<file path="src/song_rom.hex">
// One entry per line: sound(15) note(14:9) duration(8:3) params(2:0), song 0 first
F841
FC52
0010
F463
FE44
F04D
0A08
FA57
F648
F261
0000
F852
FC43
0016
FE54
F445
F045
FA4E
F667
7C10
F850
F241
0008
FE62
FC4B
F454
F843
0018
F65D
F048
FA60
FE41

</file>
<file path="src/music_pkg.sv">
package music_pkg;

    // Song entry layout.
    localparam int ENTRY_WIDTH    = 16;
    localparam int NOTE_WIDTH     = 6;
    localparam int DURATION_WIDTH = 6;
    localparam int PARAM_WIDTH    = 3;
    localparam int SONG_SEL_WIDTH = 2;

    // Bit 15 sound, 14..9 note, 8..3 duration, 2..0 voice parameters.
    localparam int SOUND_BIT    = 15;
    localparam int NOTE_LSB     = 9;
    localparam int DURATION_LSB = 3;
    localparam int PARAM_LSB    = 0;

    // ********************
    // Song reader states.
    // ********************
    typedef enum logic [2:0] {
        PAUSED            = 3'b000,
        WAIT              = 3'b001,
        INCREMENT_ADDRESS = 3'b010,
        RETRIEVE_NOTE     = 3'b011,
        NEW_NOTE_READY    = 3'b100
    } reader_state_t;

endpackage

</file>
<file path="src/synth_pkg.sv">
package synth_pkg;

    localparam int TONE_WIDTH = 16;

    // Tone half-period in clocks is TONE_BASE - note * TONE_STEP.
    // Note 63 still leaves a half-period of 9 clocks.
    localparam logic [TONE_WIDTH-1:0] TONE_BASE = 16'd72;
    localparam logic [TONE_WIDTH-1:0] TONE_STEP = 16'd1;

    // Clock counter inside one beat.
    localparam int BEAT_COUNT_WIDTH = 16;

endpackage

</file>
<file path="src/song_rom.sv">
`timescale 1ns/100ps

module song_rom #(
    parameter int NOTE_ADDR_WIDTH = 3
) (
    input  logic                                                 clk,
    input  logic [music_pkg::SONG_SEL_WIDTH+NOTE_ADDR_WIDTH-1:0] addr,
    output logic [music_pkg::ENTRY_WIDTH-1:0]                    data
);

    localparam int ADDR_WIDTH = music_pkg::SONG_SEL_WIDTH + NOTE_ADDR_WIDTH;
    localparam int DEPTH      = 1 << ADDR_WIDTH;

    logic [music_pkg::ENTRY_WIDTH-1:0] mem [DEPTH];

    // Four songs, stored back to back.
    initial begin
        $readmemh("/design/src/song_rom.hex", mem);
    end

    // Registered read, one clock of latency.
    always_ff @(posedge clk) begin
        data <= mem[addr];
    end

endmodule

</file>
<file path="src/song_reader.sv">
`timescale 1ns/100ps

module song_reader #(
    parameter int NOTE_ADDR_WIDTH = 3
) (
    input  logic                                                 clk,
    input  logic                                                 rst_n,
    input  logic                                                 play,
    input  logic [music_pkg::SONG_SEL_WIDTH-1:0]                 song,
    input  logic                                                 note_done,
    input  logic [music_pkg::ENTRY_WIDTH-1:0]                    rom_data,
    output logic [music_pkg::SONG_SEL_WIDTH+NOTE_ADDR_WIDTH-1:0] rom_addr,
    output logic [music_pkg::NOTE_WIDTH-1:0]                     note,
    output logic [music_pkg::DURATION_WIDTH-1:0]                 duration,
    output logic [music_pkg::PARAM_WIDTH-1:0]                    voice_params,
    output logic                                                 sound,
    output logic                                                 new_note,
    output logic                                                 song_done,
    output logic                                                 playing_level
);

    music_pkg::reader_state_t state;
    music_pkg::reader_state_t next_state;

    logic [NOTE_ADDR_WIDTH-1:0] note_index;
    logic [NOTE_ADDR_WIDTH-1:0] next_index;
    logic                       index_carry;

    // ********************
    // State and note index.
    // ********************
    always_ff @(posedge clk or negedge rst_n) begin
        if (!rst_n) begin
            state      <= music_pkg::PAUSED;
            note_index <= '0;
        end else begin
            state      <= next_state;
            note_index <= next_index;
        end
    end

    // Dropping play returns to PAUSED from anywhere.
    always_comb begin
        next_state = music_pkg::PAUSED;
        if (play) begin
            case (state)
                music_pkg::PAUSED:            next_state = music_pkg::RETRIEVE_NOTE;
                music_pkg::RETRIEVE_NOTE:     next_state = music_pkg::NEW_NOTE_READY;
                music_pkg::NEW_NOTE_READY:    next_state = music_pkg::WAIT;
                music_pkg::WAIT: begin
                    next_state = note_done ? music_pkg::INCREMENT_ADDRESS : music_pkg::WAIT;
                end
                music_pkg::INCREMENT_ADDRESS: begin
                    // Song end goes back through PAUSED.
                    next_state = index_carry ? music_pkg::PAUSED : music_pkg::RETRIEVE_NOTE;
                end
                default:                      next_state = music_pkg::PAUSED;
            endcase
        end
    end

    // Carry out of the last index marks the end of the song.
    assign {index_carry, next_index} = (state == music_pkg::INCREMENT_ADDRESS)
                                     ? {1'b0, note_index} + 1'b1
                                     : {1'b0, note_index};

    assign rom_addr      = {song, note_index};
    assign new_note      = (state == music_pkg::NEW_NOTE_READY);
    assign song_done     = index_carry;
    assign playing_level = (state != music_pkg::PAUSED);

    // ********************
    // Entry fields.
    // ********************
    assign note         = rom_data[music_pkg::NOTE_LSB +: music_pkg::NOTE_WIDTH];
    assign duration     = rom_data[music_pkg::DURATION_LSB +: music_pkg::DURATION_WIDTH];
    assign voice_params = rom_data[music_pkg::PARAM_LSB +: music_pkg::PARAM_WIDTH];
    // Flag only counts while playing.
    assign sound        = playing_level & rom_data[music_pkg::SOUND_BIT];

endmodule

</file>
<file path="src/note_player.sv">
`timescale 1ns/100ps

module note_player #(
    parameter int BEAT_CYCLES = 4
) (
    input  logic                                 clk,
    input  logic                                 rst_n,
    input  logic                                 new_note,
    input  logic                                 playing_level,
    input  logic                                 sound,
    input  logic [music_pkg::NOTE_WIDTH-1:0]     note,
    input  logic [music_pkg::DURATION_WIDTH-1:0] duration,
    output logic                                 note_done,
    output logic                                 tone
);

    localparam logic [synth_pkg::BEAT_COUNT_WIDTH-1:0] LAST_CYCLE =
        synth_pkg::BEAT_COUNT_WIDTH'(BEAT_CYCLES - 1);

    logic [music_pkg::NOTE_WIDTH-1:0]     note_q;
    logic [music_pkg::DURATION_WIDTH-1:0] dur_q;
    logic                                 sound_q;

    logic                                  active;
    logic [synth_pkg::BEAT_COUNT_WIDTH-1:0] cycle_cnt;
    logic [music_pkg::DURATION_WIDTH-1:0]  beat_cnt;

    logic [synth_pkg::TONE_WIDTH-1:0] half_period;
    logic [synth_pkg::TONE_WIDTH-1:0] tone_cnt;
    logic                             sounding;

    // Latch the new entry.
    always_ff @(posedge clk) begin
        if (new_note) begin
            note_q  <= note;
            dur_q   <= duration;
            sound_q <= sound;
        end
    end

    // ********************
    // Duration in beats.
    // ********************
    always_ff @(posedge clk or negedge rst_n) begin
        if (!rst_n) begin
            active    <= 1'b0;
            cycle_cnt <= '0;
            beat_cnt  <= '0;
        end else if (!playing_level || new_note) begin
            active    <= new_note & playing_level;
            cycle_cnt <= '0;
            beat_cnt  <= '0;
        end else if (note_done) begin
            active <= 1'b0;
        end else if (active) begin
            if (cycle_cnt == LAST_CYCLE) begin
                cycle_cnt <= '0;
                beat_cnt  <= beat_cnt + 1'b1;
            end else begin
                cycle_cnt <= cycle_cnt + 1'b1;
            end
        end
    end

    assign note_done = playing_level & active & (beat_cnt == dur_q);

    // ********************
    // Square-wave tone.
    // ********************
    // Higher notes give shorter half-periods.
    assign half_period = synth_pkg::TONE_BASE
                       - (synth_pkg::TONE_WIDTH'(note_q) * synth_pkg::TONE_STEP);
    assign sounding    = active & sound_q;

    always_ff @(posedge clk or negedge rst_n) begin
        if (!rst_n) begin
            tone     <= 1'b0;
            tone_cnt <= '0;
        end else if (!playing_level || new_note || !sounding) begin
            // Rests and pauses hold the line low.
            tone     <= 1'b0;
            tone_cnt <= '0;
        end else if (tone_cnt == half_period - 1'b1) begin
            tone     <= ~tone;
            tone_cnt <= '0;
        end else begin
            tone_cnt <= tone_cnt + 1'b1;
        end
    end

endmodule

</file>
<file path="src/music_player_top.sv">
`timescale 1ns/100ps

module music_player_top #(
    parameter int NOTE_ADDR_WIDTH = 3,
    parameter int BEAT_CYCLES     = 50000
) (
    input  logic                                 clk,
    input  logic                                 rst_n,
    input  logic                                 play,
    input  logic [music_pkg::SONG_SEL_WIDTH-1:0] song,
    output logic [music_pkg::NOTE_WIDTH-1:0]     note,
    output logic [music_pkg::DURATION_WIDTH-1:0] duration,
    output logic [music_pkg::PARAM_WIDTH-1:0]    voice_params,
    output logic                                 new_note,
    output logic                                 sound,
    output logic                                 tone,
    output logic                                 song_done
);

    logic [music_pkg::SONG_SEL_WIDTH+NOTE_ADDR_WIDTH-1:0] rom_addr;
    logic [music_pkg::ENTRY_WIDTH-1:0]                    rom_data;
    logic                                                 note_done;
    logic                                                 playing_level;

    // Sequencer over the selected song.
    song_reader #(
        .NOTE_ADDR_WIDTH(NOTE_ADDR_WIDTH)
    ) u_song_reader (
        .clk          (clk),
        .rst_n        (rst_n),
        .play         (play),
        .song         (song),
        .note_done    (note_done),
        .rom_data     (rom_data),
        .rom_addr     (rom_addr),
        .note         (note),
        .duration     (duration),
        .voice_params (voice_params),
        .sound        (sound),
        .new_note     (new_note),
        .song_done    (song_done),
        .playing_level(playing_level)
    );

    song_rom #(
        .NOTE_ADDR_WIDTH(NOTE_ADDR_WIDTH)
    ) u_song_rom (
        .clk (clk),
        .addr(rom_addr),
        .data(rom_data)
    );

    // Single voice.
    note_player #(
        .BEAT_CYCLES(BEAT_CYCLES)
    ) u_note_player (
        .clk          (clk),
        .rst_n        (rst_n),
        .new_note     (new_note),
        .playing_level(playing_level),
        .sound        (sound),
        .note         (note),
        .duration     (duration),
        .note_done    (note_done),
        .tone         (tone)
    );

endmodule

</file>
<file path="config.mk">
export PLATFORM = sky130hd
export DESIGN_NAME = music_player_top
export DESIGN_NICKNAME = d
export VERILOG_FILES = /design/src/music_pkg.sv /design/src/synth_pkg.sv /design/src/song_rom.sv /design/src/song_reader.sv /design/src/note_player.sv /design/src/music_player_top.sv
export SDC_FILE = /design/constraint.sdc
export NUM_CORES = 1
export LEC_CHECK = 0
export BUFFER_PORTS_ARGS = -buffer_cell sky130_fd_sc_hd__buf_4
export CAP_MARGIN = 40
export CORE_ASPECT_RATIO = 1.4
export CORE_UTILIZATION = 32
export CTS_BUF_LIST = sky130_fd_sc_hd__clkbuf_4
export CTS_CLUSTER_SIZE = 16
export DETAILED_ROUTE_END_ITERATION = 12
export MAX_ROUTING_LAYER = met4
export PLACE_DENSITY = 0.47
export SLEW_MARGIN = 20
export SYNTH_ARGS = -nofsm -noshare
export SYNTH_HDL_FRONTEND = slang
export SYNTH_HIERARCHICAL = 1
export SYNTH_SLANG_ARGS = --single-unit
</file>
<file path="constraint.sdc">
create_clock -name clk -period 2.4 [get_ports clk]
set_input_delay 0.48 -clock clk [delete_from_list [all_inputs] [get_ports clk]]
set_output_delay 0.48 -clock clk [all_outputs]
set_load 0.01 [all_outputs]
</file>
; Word-level counts from Yosys, hierarchy flattened
; Index checks and enable logic that the tools add are counted.
[word_totals]
reg_bits = 75
latch_bits = 0
ram_bits = 0
rom_bits = 0
input_bits = 5
output_inout_bits = 19
elab_cells = 62
memories = 0
[op_classes]
n_addsub = 6
n_mul = 0
div = 0
order_cmp = 0
n_eq_ne = 8
shifts = 0
mux = 19
n_bitwise = 6
n_reduce_logical = 12
[ops]
columns = cell, count
row1 = 2-to-1 mux 16 bit, 6
row2 = adder 16 x 1 -> 16 bit (second input constant), 2
row3 = 2-to-1 mux 6 bit, 4
row4 = equality test 16 bit, 1
row5 = equality test 16 bit (second input constant), 1
row6 = subtractor 16 x 1 -> 16 bit (second input constant), 1
row7 = one-hot mux 3 bit (5 select lines), 1
row8 = nonzero test 2 bit, 4
row9 = subtractor 7 x 6 -> 8 bit (first input constant), 1
row10 = adder 6 x 1 -> 6 bit (second input constant), 1
row11 = equality test 3 x 2 -> 1 bit (second input constant), 2
row12 = equality test 6 bit, 1
row13 = bitwise AND 1 bit, 5
row14 = adder 3 x 1 -> 4 bit (second input constant), 1
row15 = 2-to-1 mux 1 bit, 4
row16 = 2-to-1 mux 2 bit, 2
row17 = 2-to-1 mux 4 bit, 1
row18 = equality test 3 x 1 -> 1 bit (second input constant), 1
row19 = equality test 3 bit (second input constant), 1
row20 = zero test 3 bit, 1
row21 = 2-to-1 mux 3 bit, 1
row22 = AND reduction 3 bit, 1
row23 = nonzero test 3 bit, 1
row24 = zero test 1 bit, 2
row25 = other kinds (4), 5

; Depth between registers and ports, before layout
; Gate-level depths: netlist of the first run.
[logic_depth]
word_depth = 6
mapped_depth = 10
depth_no_buf = 8

; Modules after synthesis
; Netlist of the first run, hierarchy kept.
[by_module_without_submodules]
columns = module, n_inst, cells_per_inst, area_per_inst_um2, seq_area_each_um2
row1 = note_player, 1, 297, 2875.3, 1391.3
row2 = song_reader, 1, 43, 444.2, 150.1
row3 = song_rom, 1, 17, 123.9, 0.0

; Least setup slack after synthesis of the first run
; OpenSTA, ideal clock, no wires.
[synth_timing]
kind = register -> register
startpoint = register u_note_player/note_q[0] (netlist name)
endpoint = register u_note_player.tone
setup_ns = 0.077
arrival_time_ns = 2.247
t_required_ns = 2.323
setup_slack_ns = 0.076
path_stages_with_launch = 10
path_buffers = 1
synth_period_minus_slack_ns = 2.324
cell_sequence = edfxtp_1 buf_4 inv_1 ha_1 or3b_2 nor3_1 a21oi_1 a32o_2 or3_1 a21oi_1
[synth_via]
elab_chain_cells = 4
[synth_rtl]
columns = item, line_no
row1 = start: declaration, note_player.sv:20  ; logic [music_pkg::NOTE_WIDTH-1:0] note_q;
row2 = start signal: assignment, note_player.sv:35  ; note_q <= note;
row3 = subtractor 7 x 6 -> 8 bit, note_player.sv:72  ; - (synth_pkg::TONE_WIDTH'(note_q) * synth_pkg::TONE_STEP);
row4 = subtractor 16 x 1 -> 16 bit, note_player.sv:83  ; end else if (tone_cnt == half_period - 1'b1) begin
row5 = equality test 16 bit, note_player.sv:83
row6 = nonzero test 2 bit (no source line), n/a
row7 = end signal: assignment, note_player.sv:84  ; tone <= ~tone;
row8 = end: declaration, note_player.sv:14  ; output logic tone
; Every way passes these cells.
; A chain may end at the register's enable or synchronous reset.

; Worst setup path in the final report of the first run
[layout_timing]
startpoint = register u_note_player/note_q[1] (netlist name)
endpoint = register u_note_player.tone
; Same word-level chain as after synthesis.

==> flow_summary.toml, run 1 <==
[pwr]
power.total_mw = 2.00
ir_drop_uv = 353
switching_share_pct = 25.7
p_int_mw = 1.49
static_power_due_to_leakage_nw = 1.47
p_seq_share_pct = 54.9
power.share.combinational_pct = 10.2
power.net_switching_mw = 0.516
pwr_density_cell_nw_per_um2 = 546
clock_power_share_pct = 34.9

[clocking]
ctsLongestPathBuffers = 2
cts_htree_levels = 3
clkTransAtPathRegs_ps = 110
cts_tree = "done"
clkLatencyLatePin_ps = 400
cts.repair_timing.setup_buffer_count = 0
clock_tree.root_cell = "sky130_fd_sc_hd__clkbuf_4"
tritoncts_num_sinks = 59
cts_made_buffers = 9

[logic_synthesis]
synthCells = 355
synth_area_um2 = 3430
syn-mean-instance-area_um2 = 9.66
synthesis.yosys.warnings = 6

[die]
die_w_um = 89.5
floorplan.die_area_um2 = 11100
io_pins = 24
core-area_um2 = 10400
die_h_um = 124
start_util_pct = 32.9
core.rowCount = 44

[worst_setup_path]
startpoint_type = "flop"
critPathMaxStageDelay_ps = 480
critical_path.reg2reg.startpoint = "u_note_player/note_q[1]"
crit_path_cell_trace = "inv_1 > ha_2 > or3b_2 > nor3_1 > a21oi_1 > a32o_2 > or3_1 > a21oi_1"
timing.critical_path.mode_cell = "sky130_fd_sc_hd__a21oi_1"
setup.worst_path.end_class = "flop"
critical_path_end = "u_note_player/tone"
worst_setup_path_startpoint = "u_note_player/note_q[1]"
worst-endpoint-required_ps = 2720
critical_path.slowest_cell = "sky130_fd_sc_hd__or3b_2"
critPathArrivalTime_ps = 2650
largest_fanout_on_the_critical_path = 3
critical_path_class = "flop to flop"
r2r_cells = 8
r2r_setup_slack_ps = 70
r2r-end = "u_note_player/tone"

[flow_run]
maxCapViolCount = 0

[detailed_routing]
first_pass_iteration_count_of_the_detailed_router = 4
avgRoutedWirePerCell_um = 13.4
iter_0_drt_violations = 71
num_vias = 2467
vias_per_cell = 4.89
remaining_drc_errors = 0
final_antenna_net_count = 0
wirelength_um = 6790

[sta]
fin_skew_ps = 19.5
hold_violations = 0
period_share_pct = 97.0
grt_setup_unrepaired = "true"
worst_pin_slew_ps = 617
max_freq_mhz = 430
finalHoldWorstSlack_ps = 95.6
report.final.setup_viol = 0
number_of_pins_with_negative_max_slew_slack_in_the_final_report = 0
finalCriticalPeriod_ps = 2330
slew_headroom_pct = 58.9

[global_route]
grt_start_max_net_pins = 47
grt_usage_pct = 13.9
grt_first_pass_wirelength_um = 11300
remaining_global_route_overflow = 0
antenna_violations_before_repair = 1
first_global_vias = 2384

[cells_and_area]
final_nets = 371
fraction_of_final_layout_cells_with_drive_strength_greater_than_1_pct = 12.6
finalNonFillerCells = 505
synthToLayoutAreaGrowth_pct = 7.12

[min_path]
worst_hold_path_type = "primary input to async pin"

[place]
dp_hpwl_um = 4730
port_buffers = 5
dp_cells = 488
finalWeightedCongestion = 0.782

[run_status]
run_status = "finished, final reports clean"
## critical path, delay by kind of cell (launching register included)
kind                       cells  cell delay (ps)
AOI/OAI and AO/OA              3              490
and+or+nand+nor                3              970
DFF                            1              390
adders and majority gates      1              290
buffers and inverters          1              100
## per-layer routing
layer | part of all wire, % | up-vias | GRT usage (%)
met5 | 0 | - | -
met2 | 50 | 24 | 21.6
met1 | 46 | 1207 | 16.7
li1 | - | 1227 | -
met3 | 2.0 | 9 | 2.45
met4 | 1.8 | 0 | 7.66
## layout by cell type, fill, tap and decap left out, types with 3 or more instances in the layout
master	n
sky130_fd_sc_hd__a211oi_1	4
sky130_fd_sc_hd__a21oi_1	7
sky130_fd_sc_hd__a31oi_1	4
sky130_fd_sc_hd__and2_1	3
sky130_fd_sc_hd__and3_1	8
sky130_fd_sc_hd__buf_4	19
sky130_fd_sc_hd__clkbuf_4	12
sky130_fd_sc_hd__conb_1	16
sky130_fd_sc_hd__dfrtp_1	46
sky130_fd_sc_hd__edfxtp_1	13
sky130_fd_sc_hd__ha_1	4
sky130_fd_sc_hd__inv_1	7
sky130_fd_sc_hd__nand2_1	20
sky130_fd_sc_hd__nand2b_1	5
sky130_fd_sc_hd__nand3_1	12
sky130_fd_sc_hd__nand4_1	13
sky130_fd_sc_hd__nor2_1	42
sky130_fd_sc_hd__nor2b_1	6
sky130_fd_sc_hd__nor3_1	9
sky130_fd_sc_hd__o21ai_0	23
sky130_fd_sc_hd__or3_1	4
sky130_fd_sc_hd__xnor2_1	19
sky130_fd_sc_hd__xor2_1	16
## sequential cells by signal, indices dropped and copies added (netlist names), 3 cells and up
name	cells
u_note_player/dur_q	6
u_note_player/note_q	6
u_note_player/beat_cnt	6
u_song_reader/note_index	3
u_note_player/cycle_cnt	16
u_note_player/tone_cnt	16
u_song_reader/state	3
## layout make-up
class / instances / area, µm²
Inverter: 8 / 30.0
Timing Repair Buffer: 20 / 163
Multi-Input combinational cell: 263 / 1630
Clock inverter: 4 / 42.5
Fill cell: 1071 / 6730
Antenna cell: 1 / 2.50
Tap cell: 138 / 173
Sequential cell: 59 / 1540
Clock buffer: 12 / 90.1
## how the worst min path moves through the flow
| stage | from | end | slack (ps) | cells past startpoint |
|---|---|---|---|---|
| 5_1_grt | rst_n | u_note_player/cycle_cnt[3] | 120 | 1 |
| 4_1_cts | rst_n | u_note_player/cycle_cnt[3] | 90 | 1 |
| 3_3_place_gp | u_song_reader/note_index[2] | u_song_reader/note_index[2] | 470 | 1 |
| 2_1_floorplan | rst_n | u_note_player/active | 180 | 0 |
| 6_report | rst_n | u_note_player/tone_cnt[9] | 100 | 1 |
| 3_5_place_dp | u_song_reader/note_index[2] | u_song_reader/note_index[2] | 470 | 1 |
## what timing repair did
action                     in CTS  in global routing
gates resized for setup         0                  3
setup endpoints to repair       0                 17
hold buffers                    0                  0
## power groups by stage
stage | Sequential [mW] | Combinational (mW) | Clock (mW)
CTS | 1.10 | 0.208 | 0.735
global placement | 1.12 | 0.203 | 0
global route | 1.10 | 0.235 | 0.777
detailed placement | 1.12 | 0.207 | 0
floorplan | 1.11 | 0.168 | 0
finish | 1.10 | 0.204 | 0.700
## per-stage QoR
step	util [%]	setup WS (ps)	setup TNS, ps	instance area [µm²]
floorplan	-	75.7	0	3480
global placement	34.0	109	0	3530
detailed placement	34.0	102	0	3530
CTS	35.2	56.5	0	3670
global route	35.3	-35.2	-35.2	3670
finish	35.3	73.2	0	3670
Note: power is estimated with default switching activity, not from simulation.
==> run 2: changes to the inputs <==
Settings changed: CORE_ASPECT_RATIO 1.4 to not set, PLACE_DENSITY 0.47 to not set, SLEW_MARGIN 20 to 40, SYNTH_HIERARCHICAL 1 to not set.
==> flow_summary.toml, run 2 <==
[run_status]
run_status = "finished, final reports clean"

[cells_and_area]
layout.cells.most_common = "sky130_fd_sc_hd__conb_1"
synthToLayoutAreaGrowth_pct = 2.51
final_cell_mix = "sky130_fd_sc_hd__conb_1, sky130_fd_sc_hd__dfrtp_1, sky130_fd_sc_hd__clkbuf_4, sky130_fd_sc_hd__buf_4, sky130_fd_sc_hd__nand3_1"
final_nets = 59
antenna-diode-count = 0
postLayoutCoreUtil_pct = 35.4
largest_registers = "u_song_reader.note_index: 3 flops, u_song_reader.state: 3 flops, u_note_player.active: 1 flops"
num-fill-cells = 139
fraction_of_final_layout_cells_with_drive_strength_greater_than_1_pct = 21.2

[clocking]
clkLatencyLatePin_ps = 260
cts_hold_buf = 0
tritoncts_num_sinks = 7
cts_tree = "done"
cts_made_buffers = 3
cts.repair_timing.setup_buffer_count = 0
ctsLongestPathBuffers = 2
clock_tree.root_cell = "sky130_fd_sc_hd__clkbuf_4"
post_cts_resize_count = 0
cts_htree_levels = 1
clkTransAtPathRegs_ps = 60

[detailed_routing]
route.met2.wl_um = 249
met3_wirelength_um = 34
final_antenna_net_count = 0
avgRoutedWirePerCell_um = 9.12
wl_met1_um = 321
iter_0_drt_violations = 10
vias_per_cell = 3.79
remaining_drc_errors = 0
maxUsedRoutingLayer = "met4"
wirelength_um = 611
first_pass_iteration_count_of_the_detailed_router = 4
num_vias = 254

[worst_setup_path]
worst_setup_path_startpoint = "u_song_reader.state[0]"
worst-endpoint-required_ps = 1920
r2r_setup_slack_ps = 1270
critical_path.reg2reg.startpoint = "u_song_reader.state[0]"
setup.worst_path.end_class = "output port"
startpoint_type = "flop"
critPathArrivalTime_ps = 1190
largest_fanout_on_the_critical_path = 6
critical_path_class = "flop to output port"

[sta]
report.final.setup_viol = 0
grt_setup_unrepaired = "false"
hold_violations = 0
fin_skew_ps = 8.96
finalCriticalPeriod_ps = 1670
setup_tns_ps = 0
number_of_pins_with_negative_max_slew_slack_in_the_final_report = 0
max_freq_mhz = 600
period_share_pct = 69.4

[die]
io_pins = 24
core.rowCount = 13
die_h_um = 39.5
die_w_um = 39.5
core-area_um2 = 1300
floorplan.die_area_um2 = 1560
start_util_pct = 34.5

[logic_synthesis]
synthCells = 45
synth-async-reset-ratio_pct = 100
synth.yosys.seq_area_share_pct = 39.0
synth_compound_area_share_pct = 1.11
synth_seq_cells = 7
synth.top_cells.by_count = "sky130_fd_sc_hd__buf_4, sky130_fd_sc_hd__dfrtp_1, sky130_fd_sc_hd__nand3_1"
synth_area_leaders = "sky130_fd_sc_hd__dfrtp_1, sky130_fd_sc_hd__buf_4, sky130_fd_sc_hd__xnor2_1, sky130_fd_sc_hd__nand3_1, sky130_fd_sc_hd__mux2_4"
synth.largest_area_cell = "sky130_fd_sc_hd__dfrtp_1"
yosys.area_share.adder_pct = 2.79
syn-mean-instance-area_um2 = 9.98
synthMostInstantiatedCell = "sky130_fd_sc_hd__buf_4"
ys.flop_type = "sky130_fd_sc_hd__dfrtp_1"
main_combinational_cell_family_by_area_after_synthesis = "buffers and inverters"
synth_xor_xnor_area_share_pct = 3.90
post_synth_num_cell_types = 17
yosys.area_share.simple_pct = 20.6
yosys-mux-area-fraction_pct = 3.34
share_of_the_synthesized_area_in_the_top_cell_type_pct = 39.0
synth_area_um2 = 449
synthesis.yosys.warnings = 0
number_of_enable_flip_flop_cells_after_synthesis = 0

[pwr]
power.total_mw = 0.508
ir_drop_uv = 373
static_power_due_to_leakage_nw = 0.240
pwr_density_cell_nw_per_um2 = 1100

[global_route]
first_global_vias = 242
antenna_violations_before_repair = 0
grt_start_max_net_pins = 8
remaining_global_route_overflow = 0
grt_first_pass_wirelength_um = 972
grt_usage_pct = 9.98

[place]
port_buffers = 4
dp_hpwl_um = 440
finalWeightedCongestion = 0.669

[flow_run]
maxCapViolCount = 0

[min_path]
worst_hold_path_type = "primary input to async pin"
## run 2: path summary, 6_finish.rpt
kind / endpoint / cells after the start
min: u_song_reader.state[1] / 1
max: song_done / 4
max reg2reg: u_song_reader.note_index[1] / 3
max in group asynchronous: u_song_reader.note_index[1] / 1
min reg2reg: u_song_reader.note_index[2] / 1
min in group clk: u_song_reader.state[0] / 3
## run 2: metrics by stage
| step | std cells | instance area, µm² | setup WS (ps) | hold WS (ps) |
|---|---|---|---|---|
| detailed placement | 63 | 430 | 1030 | 299 |
| global placement | 63 | 430 | 1010 | 298 |
| finish | 67 | 460 | 734 | 19.4 |
| global route | 67 | 460 | 647 | 26.3 |
| CTS | 67 | 460 | 731 | 20.6 |
| floorplan | 61 | 509 | 1110 | 184 |
## run 2: area by class of cell
type,count,area [µm²],share of cell area (%)
Clock buffer,4,30.0,6.52
Multi-Input combinational cell,37,206,44.8
Sequential cell,7,175,38.0
Tap cell,15,18.8,4.08
Timing Repair Buffer,4,30.0,6.52
## run 2: per-layer routing
layer / up-vias / global-route usage, %
met4: 0 / 10.3
li1: 126 / -
met1: 116 / 13.3
met2: 10 / 11.9
met3: 2 / 1.70
met5: - / -
## run 2: power by group
part / total, mW / switching (mW) / internal (mW) / leakage, nW
Combinational: 0.156 / 0.0708 / 0.0855 / 0.135
Sequential: 0.228 / 0.0609 / 0.167 / 0.0871
Clock: 0.124 / 0.0485 / 0.0751 / 0.0184
## run 2: kinds of logic (layout without fill, tap and decap cells)
| family | count (synthesis) | after routing |
|---|---|---|
| flip-flops | 7 | 7 |
| buffers and inverters | 17 | 8 |
| multiplexers | 1 | 1 |
| AO/OA/AOI/OAI | 1 | 1 |
| XOR/XNOR | 2 | 2 |
| AND/OR/NAND/NOR | 15 | 15 |
| other | 1 | 17 |
| adder cells (fa/ha/maj) | 1 | 1 |
## run 2: critical path, cell delays in order, from the launching register on
cell	delay (ps)
sky130_fd_sc_hd__dfrtp_1	450
sky130_fd_sc_hd__nor2_4	160
sky130_fd_sc_hd__nand2_2	90
sky130_fd_sc_hd__nor2_1	100
sky130_fd_sc_hd__buf_4	120
==> run 3: changes to the inputs <==
Clock period 2.4 ns to 1.7 ns, I/O delays scaled along.
==> flow_summary.toml, run 3 (synthesis results as in run 2) <==
[detailed_routing]
remaining_drc_errors = 0
num_vias = 258
first_pass_iteration_count_of_the_detailed_router = 4
iter_0_drt_violations = 10
vias_per_cell = 3.79
final_antenna_net_count = 0
avgRoutedWirePerCell_um = 9.01
wirelength_um = 613

[die]
core.rowCount = 13
start_util_pct = 34.5
io_pins = 24
die_w_um = 39.5
core-area_um2 = 1300
floorplan.die_area_um2 = 1560
die_h_um = 39.5

[cells_and_area]
antenna-diode-count = 0
final_nets = 60
num-fill-cells = 140
fraction_of_final_layout_cells_with_drive_strength_greater_than_1_pct = 20.8
largest_registers = "u_song_reader.note_index: 3 flops, u_song_reader.state: 3 flops, u_note_player.active: 1 flops"
synthToLayoutAreaGrowth_pct = 4.74
layout.cells.most_common = "sky130_fd_sc_hd__conb_1"
final_cell_mix = "sky130_fd_sc_hd__conb_1, sky130_fd_sc_hd__dfrtp_1, sky130_fd_sc_hd__clkbuf_4, sky130_fd_sc_hd__buf_4, sky130_fd_sc_hd__nand3_1"

[clocking]
clkTransAtPathRegs_ps = 60
cts_htree_levels = 1
clock_tree.root_cell = "sky130_fd_sc_hd__clkbuf_4"
cts_made_buffers = 3
tritoncts_num_sinks = 7
post_cts_resize_count = 0
clkLatencyLatePin_ps = 260
cts_tree = "done"
ctsLongestPathBuffers = 2

[worst_setup_path]
critPathArrivalTime_ps = 1190
setup.worst_path.end_class = "output port"
largest_fanout_on_the_critical_path = 6
critical_path_class = "flop to output port"
startpoint_type = "flop"
worst-endpoint-required_ps = 1360

[sta]
period_share_pct = 89.8
finalCriticalPeriod_ps = 1530
finalHoldWorstSlack_ps = 338
hold_violations = 0
setup_tns_ps = 0
max_freq_mhz = 655
number_of_pins_with_negative_max_slew_slack_in_the_final_report = 0
report.final.setup_viol = 0
grt_setup_unrepaired = "false"
fin_skew_ps = 8.96

[pwr]
clock_power_share_pct = 24.3
pwr_density_cell_nw_per_um2 = 1530
static_power_due_to_leakage_nw = 0.245
ir_drop_uv = 527
power.net_switching_mw = 0.255
p_int_mw = 0.464
p_seq_share_pct = 44.8
power.share.combinational_pct = 31.0
switching_share_pct = 35.4

[global_route]
grt_first_pass_wirelength_um = 979
remaining_global_route_overflow = 0
antenna_violations_before_repair = 0
first_global_vias = 244
grt_usage_pct = 10.1
grt_start_max_net_pins = 8

[place]
dp_hpwl_um = 440
finalWeightedCongestion = 0.669
port_buffers = 4

[run_status]
run_status = "finished, final reports clean"

[flow_run]
maxCapViolCount = 0

[min_path]
worst_hold_path_type = "primary input to flop"
==> run 3: layout make-up <==
cell class / count / area, µm² / share of cell area (%)
tap: 15 / 18.8 / 3.99
timing repair buffer: 5 / 40.0 / 8.51
sequential: 7 / 175 / 37.2
clock buffer: 4 / 30.0 / 6.38
multi-input combinational: 37 / 206 / 43.9
==> run 3: power groups by stage <==
stage | logic, mW | registers (mW) | clock network (mW)
after global routing | 0.252 | 0.333 | 0.184
after floorplan | 0.214 | 0.302 | 0
after CTS | 0.225 | 0.317 | 0.179
final | 0.223 | 0.322 | 0.174
after global placement | 0.218 | 0.320 | 0
after detailed placement | 0.221 | 0.320 | 0
==> run 3: repair_timing <==
action                    in CTS  in global routing
hold buffers                   1                  0
hold endpoints to repair       7                  0
buffers inserted               0                  0
==> run 3: worst paths after layout <==
check,from,to,slack [ps],depth (start not counted)
worst min register to register,u_song_reader.note_index[2],u_song_reader.note_index[2],490,1
worst max-delay path,u_song_reader.state[0],song_done,170,4
worst max register to register,u_song_reader.state[0],u_song_reader.note_index[1],570,3
max in group asynchronous,rst_n,u_song_reader.note_index[1],1150,2
min in group asynchronous,rst_n,u_song_reader.state[1],420,2
worst min-delay path,play,u_song_reader.state[0],340,3
==> run 3: stage by stage <==
step	area (µm²)	util (%)	cells	power (mW)	worst slack, ps
after CTS	470	36.2	68	0.722	171
after floorplan	509	-	61	0.516	548
after detailed placement	430	33.1	63	0.541	469
after global routing	470	36.2	68	0.769	86.7
after global placement	430	33.1	63	0.538	448
final	470	36.2	68	0.719	174
==> run 3: metal layers <==
layer	track usage, %	wire length [µm]
met3	1.70	32
met4	10.3	6
met1	13.3	322
met2	12.3	251
met5	-	0
==> run 3: critical path, stage by stage (launching register included) <==
cell                      delay [ps]
sky130_fd_sc_hd__dfrtp_1         450
sky130_fd_sc_hd__nor2_4          160
sky130_fd_sc_hd__nand2_2          90
sky130_fd_sc_hd__nor2_1          100
sky130_fd_sc_hd__buf_4           120
